===== config.mk =====
export PLATFORM = sky130hd
export DESIGN_NAME = address_generation_top
export DESIGN_NICKNAME = d
export VERILOG_FILES = /design/src/hdl/agen_pkg.sv /design/src/hdl/reg_size_select.sv /design/src/hdl/dest_operand_gen.sv /design/src/hdl/src_operand_gen.sv /design/src/hdl/agen_pipe_reg.sv /design/src/hdl/address_generation_top.sv
export VERILOG_INCLUDE_DIRS = /design/src /design/src/hdl
export SDC_FILE = /design/constraint.sdc
export NUM_CORES = 1
export LEC_CHECK = 0
export BUFFER_PORTS_ARGS = -buffer_cell sky130_fd_sc_hd__buf_2
export CORE_AREA = 3 3 481 483
export CTS_CLUSTER_DIAMETER = 120
export DETAILED_ROUTE_END_ITERATION = 10
export DIE_AREA = 0 0 484 486
export GPL_TIMING_DRIVEN = 0
export SLEW_MARGIN = 15
export SYNTH_ARGS = -nofsm -noshare
export SYNTH_HDL_FRONTEND = slang
export SYNTH_SLANG_ARGS = --single-unit

===== constraint.sdc =====
create_clock -name clk -period 14.35 [get_ports clk]
set_clock_uncertainty 0.05 [all_clocks]
set_input_delay 0.7175 -clock clk [delete_from_list [all_inputs] [get_ports clk]]
set_output_delay 0.7175 -clock clk [all_outputs]
set_load 0.005 [all_outputs]

===== src/hdl/agen_defs.svh =====
// address generation stage widths and counts
// shared by the package and every RTL block of the stage

`ifndef AGEN_DEFS_SVH
`define AGEN_DEFS_SVH

// general register width
`define AGEN_GPR_W 32

// operand width, wide enough for an MMX register
`define AGEN_OP_W 64

// segment register width
`define AGEN_SEG_W 16

// zero-extended immediate
`define AGEN_IMM_W 48

// opcode carried down the pipe
`define AGEN_OPC_W 16

// registers per file, GPR and MMX alike
`define AGEN_NUM_REGS 8

// real-mode segment base is seg << 4
`define AGEN_SEG_SHIFT 4

`endif


===== src/hdl/agen_pkg.sv =====
// address generation package
// operand source and size codes, register file views and stage payloads

`include "agen_defs.svh"

package agen_pkg;

    // six segment registers, indices 6 and 7 read zero
    localparam int NUM_SEGS = 6;

    // string instruction index registers
    localparam int GPR_ESI = 6;
    localparam int GPR_EDI = 7;

    typedef enum logic [2:0] {
        OP_NONE  = 3'd0,
        OP_REG   = 3'd1,
        OP_SEG   = 3'd2,
        OP_MMX   = 3'd3,
        OP_MODRM = 3'd4,
        OP_IMM   = 3'd5,
        OP_MEM   = 3'd6,
        OP_SYS   = 3'd7
    } op_src_e;

    // codes not listed select no register at all
    typedef enum logic [2:0] {
        SZ_8  = 3'd1,
        SZ_16 = 3'd2,
        SZ_32 = 3'd3,
        SZ_64 = 3'd5
    } op_size_e;

    typedef enum logic [2:0] {
        ES = 3'd0,
        CS = 3'd1,
        SS = 3'd2,
        DS = 3'd3,
        FS = 3'd4,
        GS = 3'd5
    } seg_idx_e;

    // index 0 is EAX, in x86 encoding order
    typedef logic [`AGEN_NUM_REGS-1:0][`AGEN_GPR_W-1:0] gpr_file_t;
    typedef logic [NUM_SEGS-1:0][`AGEN_SEG_W-1:0] seg_file_t;
    typedef logic [`AGEN_NUM_REGS-1:0][`AGEN_OP_W-1:0] mmx_file_t;
    typedef logic [`AGEN_NUM_REGS-1:0][`AGEN_OP_W-1:0] sized_regs_t;

    typedef struct packed {
        op_size_e                size;
        op_src_e                 op0_src;
        op_src_e                 op1_src;
        logic [2:0]              op0_reg;
        logic [2:0]              op1_reg;
        seg_idx_e                seg_override;
        logic                    seg_override_valid;
        logic [`AGEN_IMM_W-1:0]  imm;
        logic [3:0]              alu_op;
        logic [`AGEN_GPR_W-1:0]  pc;
        logic [`AGEN_OPC_W-1:0]  opcode;
    } agen_req_t;

    typedef struct packed {
        logic [`AGEN_OP_W-1:0]   value;
        logic                    is_address;
    } operand_t;

    typedef struct packed {
        op_size_e                size;
        operand_t                op0;
        operand_t                op1;
        logic [2:0]              op0_reg;
        logic [2:0]              op1_reg;
        logic [`AGEN_IMM_W-1:0]  imm;
        logic [3:0]              alu_op;
        logic [`AGEN_GPR_W-1:0]  pc;
        logic [`AGEN_OPC_W-1:0]  opcode;
        logic                    to_sys_controller;
    } agen_out_t;

endpackage


===== src/hdl/reg_size_select.sv =====
// register size selector
// builds the eight zero-extended register views for the current operand size,
// shared by both operand generators

`include "agen_defs.svh"

module reg_size_select (
    input  agen_pkg::op_size_e    size,
    input  agen_pkg::gpr_file_t   gpr,
    input  agen_pkg::mmx_file_t   mmx,
    output agen_pkg::sized_regs_t sized
);

    always_comb begin
        for (int i = 0; i < `AGEN_NUM_REGS; i++) begin
            // zero unless a valid size picks something
            sized[i] = '0;
            case (size)
                agen_pkg::SZ_8: begin
                    // AL CL DL BL then AH CH DH BH
                    sized[i][7:0] = gpr[i % 4][(i / 4) * 8 +: 8];
                end
                agen_pkg::SZ_16: begin
                    sized[i][15:0] = gpr[i][15:0];
                end
                agen_pkg::SZ_32: begin
                    sized[i][`AGEN_GPR_W-1:0] = gpr[i];
                end
                agen_pkg::SZ_64: begin
                    // 64-bit operands come from the MMX file
                    sized[i] = mmx[i];
                end
                default: begin
                    sized[i] = '0;
                end
            endcase
        end
    end

endmodule


===== src/hdl/dest_operand_gen.sv =====
// operand 0 generator
// selects the destination operand by source code, string form uses ES:EDI

`include "agen_defs.svh"

module dest_operand_gen (
    input  agen_pkg::agen_req_t   req,
    input  agen_pkg::sized_regs_t sized,
    input  agen_pkg::seg_file_t   seg,
    input  agen_pkg::mmx_file_t   mmx,
    input  logic [`AGEN_GPR_W-1:0] edi,
    output agen_pkg::operand_t    op0
);

    logic [`AGEN_SEG_W-1:0] seg_val;
    logic [`AGEN_GPR_W-1:0] es_base;
    logic [`AGEN_GPR_W-1:0] mem_addr;

    // segment indices past GS read as zero
    assign seg_val = (req.op0_reg < agen_pkg::NUM_SEGS) ? seg[req.op0_reg] : '0;

    // ES is never overridden for the destination string
    assign es_base = {{(`AGEN_GPR_W - `AGEN_SEG_W){1'b0}}, seg[agen_pkg::ES]};
    assign mem_addr = (es_base << `AGEN_SEG_SHIFT) + edi;

    always_comb begin
        op0.value = '0;
        case (req.op0_src)
            agen_pkg::OP_REG: begin
                op0.value = sized[req.op0_reg];
            end
            agen_pkg::OP_SEG: begin
                op0.value[`AGEN_SEG_W-1:0] = seg_val;
            end
            agen_pkg::OP_MMX: begin
                op0.value = mmx[req.op0_reg];
            end
            agen_pkg::OP_IMM: begin
                op0.value[`AGEN_IMM_W-1:0] = req.imm;
            end
            agen_pkg::OP_MEM: begin
                op0.value[`AGEN_GPR_W-1:0] = mem_addr;
            end
            default: begin
                // none, mod r/m and system give zero
                op0.value = '0;
            end
        endcase
    end

    // the destination is never read from memory here
    assign op0.is_address = 1'b0;

endmodule


===== src/hdl/src_operand_gen.sv =====
// operand 1 generator
// selects the source operand by source code, string form uses DS:ESI
// or the override segment, and flags memory sources as addresses

`include "agen_defs.svh"

module src_operand_gen (
    input  agen_pkg::agen_req_t   req,
    input  agen_pkg::sized_regs_t sized,
    input  agen_pkg::seg_file_t   seg,
    input  agen_pkg::mmx_file_t   mmx,
    input  logic [`AGEN_GPR_W-1:0] esi,
    output agen_pkg::operand_t    op1
);

    logic [`AGEN_SEG_W-1:0] seg_val;
    logic [`AGEN_SEG_W-1:0] ovr_seg;
    logic [`AGEN_SEG_W-1:0] str_seg;
    logic [`AGEN_GPR_W-1:0] str_base;
    logic [`AGEN_GPR_W-1:0] mem_addr;

    // plain segment operand
    assign seg_val = (req.op1_reg < agen_pkg::NUM_SEGS) ? seg[req.op1_reg] : '0;

    // override segment, indices 6 and 7 read zero
    assign ovr_seg = (req.seg_override < agen_pkg::NUM_SEGS) ?
                     seg[req.seg_override] : '0;

    // DS unless a valid override replaces it
    assign str_seg = req.seg_override_valid ? ovr_seg : seg[agen_pkg::DS];

    assign str_base = {{(`AGEN_GPR_W - `AGEN_SEG_W){1'b0}}, str_seg};

    // wraps at 32 bits
    assign mem_addr = (str_base << `AGEN_SEG_SHIFT) + esi;

    always_comb begin
        op1.value = '0;
        case (req.op1_src)
            agen_pkg::OP_REG: begin
                op1.value = sized[req.op1_reg];
            end
            agen_pkg::OP_SEG: begin
                op1.value[`AGEN_SEG_W-1:0] = seg_val;
            end
            agen_pkg::OP_MMX: begin
                op1.value = mmx[req.op1_reg];
            end
            agen_pkg::OP_IMM: begin
                op1.value[`AGEN_IMM_W-1:0] = req.imm;
            end
            agen_pkg::OP_MEM: begin
                op1.value[`AGEN_GPR_W-1:0] = mem_addr;
            end
            default: begin
                op1.value = '0;
            end
        endcase
    end

    // memory stage reads the source through this address
    assign op1.is_address = (req.op1_src == agen_pkg::OP_MEM);

endmodule


===== src/hdl/agen_pipe_reg.sv =====
// address generation pipeline register
// one-deep valid/ready stage holding the finished operands and pass-through
// fields, emptied by reset or flush

module agen_pipe_reg (
    input  logic                clk,
    input  logic                rst_n,
    input  logic                flush,
    input  logic                in_valid,
    output logic                in_ready,
    input  agen_pkg::agen_req_t req,
    input  agen_pkg::operand_t  op0,
    input  agen_pkg::operand_t  op1,
    output logic                out_valid,
    input  logic                out_ready,
    output agen_pkg::agen_out_t out
);

    logic                full;
    logic                load;
    agen_pkg::agen_out_t data;

    // accept when empty or when the held item leaves this cycle
    assign in_ready = !full || out_ready;
    assign load     = in_valid && in_ready;

    // valid bit
    always_ff @(posedge clk) begin
        if (!rst_n || flush) begin
            full <= 1'b0;
        end else if (in_ready) begin
            full <= in_valid;
        end
    end

    // payload only moves on an accepted transfer, so it holds under stall
    always_ff @(posedge clk) begin
        if (load) begin
            data.size    <= req.size;
            data.op0     <= op0;
            data.op1     <= op1;
            data.op0_reg <= req.op0_reg;
            data.op1_reg <= req.op1_reg;
            data.imm     <= req.imm;
            data.alu_op  <= req.alu_op;
            data.pc      <= req.pc;
            data.opcode  <= req.opcode;
            // system micro-ops go to the controller with their own item
            data.to_sys_controller <= (req.op0_src == agen_pkg::OP_SYS);
        end
    end

    assign out_valid = full;
    assign out       = data;

endmodule


===== src/hdl/address_generation_top.sv =====
// address generation stage top
// builds both operands from the register snapshot and registers them
// with the micro-op for the memory stage

module address_generation_top (
    input  logic                  clk,
    input  logic                  rst_n,
    input  logic                  flush,

    // from register access stage
    input  logic                  r_valid,
    output logic                  r_ready,
    input  agen_pkg::agen_req_t   r_req,
    input  agen_pkg::gpr_file_t   r_gpr,
    input  agen_pkg::seg_file_t   r_seg,
    input  agen_pkg::mmx_file_t   r_mmx,

    // to memory stage
    output logic                  a_valid,
    input  logic                  a_ready,
    output agen_pkg::agen_out_t   a_out
);

    agen_pkg::sized_regs_t sized;
    agen_pkg::operand_t    op0;
    agen_pkg::operand_t    op1;

    reg_size_select reg_size_select_inst (
        .size  (r_req.size),
        .gpr   (r_gpr),
        .mmx   (r_mmx),
        .sized (sized)
    );

    dest_operand_gen dest_operand_gen_inst (
        .req   (r_req),
        .sized (sized),
        .seg   (r_seg),
        .mmx   (r_mmx),
        .edi   (r_gpr[agen_pkg::GPR_EDI]),
        .op0   (op0)
    );

    src_operand_gen src_operand_gen_inst (
        .req   (r_req),
        .sized (sized),
        .seg   (r_seg),
        .mmx   (r_mmx),
        .esi   (r_gpr[agen_pkg::GPR_ESI]),
        .op1   (op1)
    );

    agen_pipe_reg agen_pipe_reg_inst (
        .clk       (clk),
        .rst_n     (rst_n),
        .flush     (flush),
        .in_valid  (r_valid),
        .in_ready  (r_ready),
        .req       (r_req),
        .op0       (op0),
        .op1       (op1),
        .out_valid (a_valid),
        .out_ready (a_ready),
        .out       (a_out)
    );

endmodule


Word-level counts from Yosys, hierarchy flattened
Index checks and enable logic that the tools add are counted.
- $lt $le $gt $ge: 6
- equal/unequal tests: 15
- mux-type cells: 58
- $add $sub $neg: 2
- reduce and logical (&&, ||, !) cells: 7
- operator list (operator ; number):
    binary-select mux 64 bit (select 3 bit) ; 4
    case mux 16 bit (2 select lines) ; 10
    2-to-1 mux 32 bit ; 8
    2-to-1 mux 64 bit ; 4
    case mux 8 bit (2 select lines) ; 12
    case mux 16 bit (5 select lines) ; 2
    binary-select mux 16 bit (select 3 bit) ; 3
    case mux 16 bit (4 select lines) ; 2
    2-to-1 mux 16 bit ; 7
    case mux 16 bit (3 select lines) ; 2
    case mux 8 bit (3 select lines) ; 4
    adder 20 x 32 -> 32 bit ; 2
    equality test 3 x 2 -> 1 bit, second input constant ; 6
    equality test 3 bit, second input constant ; 6
    less-than comparator 3 x 4 -> 1 bit, second input constant ; 3
    equality test 3 x 1 -> 1 bit, second input constant ; 3
    less-than comparator 3 bit, second input constant ; 3
    OR reduction 3 bit ; 1
    logical NOT 1 bit ; 2
    logical OR 1 bit ; 2
    OR reduction 2 bit ; 1
    logical AND 1 bit ; 1
- bits of input ports: 988
- output and inout bits: 242
- flip-flop bits (word level): 240

Logic depth before layout (Yosys ltp)
- depth in word-level cells: 6
- gate-level depth with buffers: 15

Cells and area by module
Synthesis repeated with hierarchy kept, for this count alone.
- cell total of the unflattened synthesis: 3256
- area, all modules: 36371.1 um^2
- modules (own cells, without submodules) (module ; cells each ; instances ; area an instance (um^2) ; sequential area each (um^2)):
    src_operand_gen ; 995 ; 1 ; 11238.3 ; 0.0
    dest_operand_gen ; 895 ; 1 ; 10406.2 ; 0.0
    reg_size_select ; 1119 ; 1 ; 7452.1 ; 0.0
    agen_pipe_reg ; 247 ; 1 ; 7274.5 ; 7226.9

Worst setup path before layout
Ideal clock, no wire load.
- kind: input to register
- from: in a_ready
- to: reg agen_pipe_reg_inst.data (netlist bit agen_pipe_reg_inst.out[0]), enable pin
- cell stages on the path: 2
- data arrival time: 6.321 ns
- path slack: 7.348 ns
- library setup time: 0.631 ns
- path through: nand2b_1 -> and2_1
- word-level cells in the longest chain between the ends: 2
- ends and longest elaborated chain (element ; RTL line ; source):
    start: declaration ; address_generation_top.sv:20 ; input logic a_ready,
    logical OR 1 bit ; agen_pipe_reg.sv:24 ; assign in_ready = !full || out_ready;
    logical AND 1 bit ; agen_pipe_reg.sv:25 ; assign load = in_valid && in_ready;
    via agen_pipe_reg_inst.load ; agen_pipe_reg.sv:20 ; logic load;
    end: declaration ; agen_pipe_reg.sv:21 ; agen_pkg::agen_out_t data;
The timed path passes the listed nets, and every way through them passes these cells.
A chain may end at the register's enable or synchronous reset.

==> impl_metrics.yaml <==
timing:
  setup-violations-final: 0
  min_period_ns: 6.40
  tns_ns: 0
  slew_viol_final: 0
  slew_headroom_pct: 7.68
  rsz0062_at_grt: "false"
  finalCritPeriodShare_pct: 44.6
  clock.fmax_mhz: 156
  worst_pin_slew_ns: 1.38
  hold_viol: 0
worst_setup_path:
  arrival_ns: 6.70
  cp_slowest_stage_delay_ns: 0.93
  r2r-start: "agen_pipe_reg_inst.out_valid$_SDFFE_PP0N_"
  start_kind: "input port"
  worst_setup_path_end_kind: "register"
  required_ns: 14.64
  critPathBufInv: 5
  worstPathCellList: "buf_2, clkinv_1, nor2_1, clkbuf_1, a22oi_1, a21oi_1, ha_1, buf_2, nand4_1, or3_1, a221oi_1, nand2b_1, clkbuf_1, xor2_1, a221o_1"
  crit_fanout: 10
  cp_slowest_cell: "nor2_1"
  path_delay_family: "buffers and inverters"
  r2r_slack_ns: 12.46
  rr_worst_depth: 4
  rr_endpoint: "agen_pipe_reg_inst.out[0]$_DFFE_PP_"
  critPathKind: "input port to register"
detailed_routing:
  wl_per_cell_um: 55.6
  wl_um: 417000
  via_count: 41900
  ant_nets: 0
  drt-initial-drc-count: 6592
  remaining_drc_errors: 0
  dr.pass1.iters: 7
  routed_via_density: 5.58
global_route:
  grt_pass1_wl_um: 501000
  grt.total_usage_pct: 33.9
  antenna_found_initial: 501
  overflow: 0
  grt_max_degree: 54
  first_global_vias: 38100
finish:
  area_growth_pct: 41.1
  multi_input_area_um2: 21200
  final_util_pct: 18.7
  num-fill-cells: 25700
  instances_no_fill: 7505
  register_area_um2: 7200
  drive_above_1_share_pct: 45.8
  finalNetCount: 5282
clocking:
  cts_setup_buffers: 0
  path_clk_slew_ns: 0.06
  clk_path_buf_depth: 3
  cts_sinks: 240
  h-tree-depth: 2
  cts_buffers: 39
  holdBufCountCts: 0
  cts_tree: "yes"
  clk_latency_ns: 0.67
  cts_root_buffer: "clkbuf_16"
  ctsResizeCount: 0
placement:
  dp_cells: 7226
  dp.final_hpwl_um: 354000
  port_buffers: 1222
  place.gp.congestion: 1.04
power_and_ir_drop:
  ir_drop_mv: 0.0912
  power_uw: 3470
  intPower_uw: 1970
  combPwrFrac_pct: 43.7
  switchingPower_uw: 1510
  powerDensity_nw_per_um2: 81.6
  swShare_pct: 43.3
  pwr-share-clk_pct: 31.7
  p_leak_uw: 0.0166
  seq_power_share_pct: 24.6
logic_synthesis:
  ys_warn_count: 0
  synth_ff_type: "edfxtp_1"
  synthCells: 2973
  async_flop_share_pct: 0
  synthTopCellsByArea: "mux4_2 26%, edfxtp_1 24%, mux2i_1 6.8%"
  ys_types: 82
  synth_top_area_share_pct: 26.3
  synthTopCellsByCount: "353 x mux4_2, 312 x nand2_1, 239 x edfxtp_1"
  synth_nets: 3996
  ys_seq_area_share_pct: 23.8
  ys_ff_latch: 240
  avgSynthCellArea_um2: 10.2
  syn_area_um2: 30200
  synth_edf_count: 239
  yosysMostFrequentCell: "mux4_2"
  yosys.area.top_type: "mux4_2"
floorplanning:
  initial_core_util_pct: 13.3
  die_h_um: 486
  die_x_um: 484
  die-area_um2: 235000
  num_rows: 175
  io_pins: 1230
  core_area_um2: 227000
job:
  drv_cap: 0
outcome:
  status: "finished clean"
worst_hold_path:
  min_path_cells: 1
  hold-path-endpoint: "agen_pipe_reg_inst.out[5]$_DFFE_PP_"
  hp-class: "input port to register"
  min_from: "r_req[4]"
## placed cells by master, fill, tap and decap left out, drive strengths merged, types with 11 or more instances in the layout
cell type	count
and2	16
edfxtp	239
inv	78
a211oi	28
buf	1456
xnor2	11
a21o	13
o22ai	51
o31ai	18
ha	33
mux2	37
nand4b	13
nor2b	56
clkinv	17
nor2	161
and3	21
clkbuf	152
o32ai	55
a22o	25
nand3	50
mux4	353
o211ai	38
a2111oi	13
o21ai	167
a22oi	56
nand2b	20
nor3	25
mux2i	206
a32o	12
diode	206
nand2	312
a21oi	175
and3b	15
a32oi	46
nand3b	68
a221oi	40
a31oi	27
a2bb2oi	16
o221ai	15
nand4	15
## state kept, by name (all words and copies together) (netlist names)
| name | count |
|---|---|
| agen_pipe_reg_inst.out | 239 |
| agen_pipe_reg_inst.out_valid | 1 |
## routing by layer
layer,up-vias,GRT usage (%),part of all wire [%]
met3,1438,14.2,12
li1,14900,-,-
met1,21000,38.8,36
met2,4337,50.7,42
met5,-,0,0.36
met4,220,24.0,8.6
## cell type report
type                    instances  share of cell area [%]
multi-input cells            2339                    49.7
flip-flops and latches        240                    16.9
repair buffers               1245                    15.5
well taps                    3009                    8.84
plain buffers                 319                    3.89
clock buffers                  44                    2.34
diodes                        206                    1.21
clock inverters                28                   0.914
inverters                      75                   0.661
## stage by stage
step | hold WS [ns] | setup slack [ns] | area, um^2
2_1_floorplan | 0.474 | 7.35 | 30200
3_3_place_gp | 0.465 | 3.07 | 40100
3_5_place_dp | 0.471 | 7.42 | 40700
4_1_cts | 0.109 | 8.13 | 42000
5_1_grt | 0.143 | 8.04 | 42300
6_report | 0.167 | 7.95 | 42600
## worst register-to-register path, stage by stage (launching register included)
cell      delay [ns]
dfxtp_1         0.31
nand2b_1        0.11
and2_4          0.36
buf_16          0.30
buf_16          0.34
## logic make-up after synthesis
group,after synthesis,synth area share [%]
DFF,240,23.8
muxes,596,34.6
xor gates and xnor gates,20,0.580
adders and majority gates,35,1.50
and+or+nand+nor,818,13.3
AOI/OAI and AO/OA,869,20.0
buffers and inverters,394,6.20
other,1,0.0124
## power by group through the flow
stage,logic (uW),clock network (uW),registers (uW)
global placement,1430,0,886
finish,1520,1100,856
CTS,1460,1150,856
detailed placement,1450,0,870
floorplan,599,0,875
global route,1510,1160,860
## worst max path at each step
stage	from	endpoint	slack, ns	cells past startpoint
after floorplan	a_ready	agen_pipe_reg_inst.out[0]$_DFFE_PP_	7.35	2
after global placement	a_ready	agen_pipe_reg_inst.out[0]$_DFFE_PP_	3.07	3
after detailed placement	r_req[103]	agen_pipe_reg_inst.out[128]$_DFFE_PP_	7.42	15
after CTS	r_req[103]	agen_pipe_reg_inst.out[128]$_DFFE_PP_	8.13	15
after global routing	r_req[103]	agen_pipe_reg_inst.out[128]$_DFFE_PP_	8.04	15
final	r_req[103]	agen_pipe_reg_inst.out[128]$_DFFE_PP_	7.95	15
(Power assumes the default switching activity.)
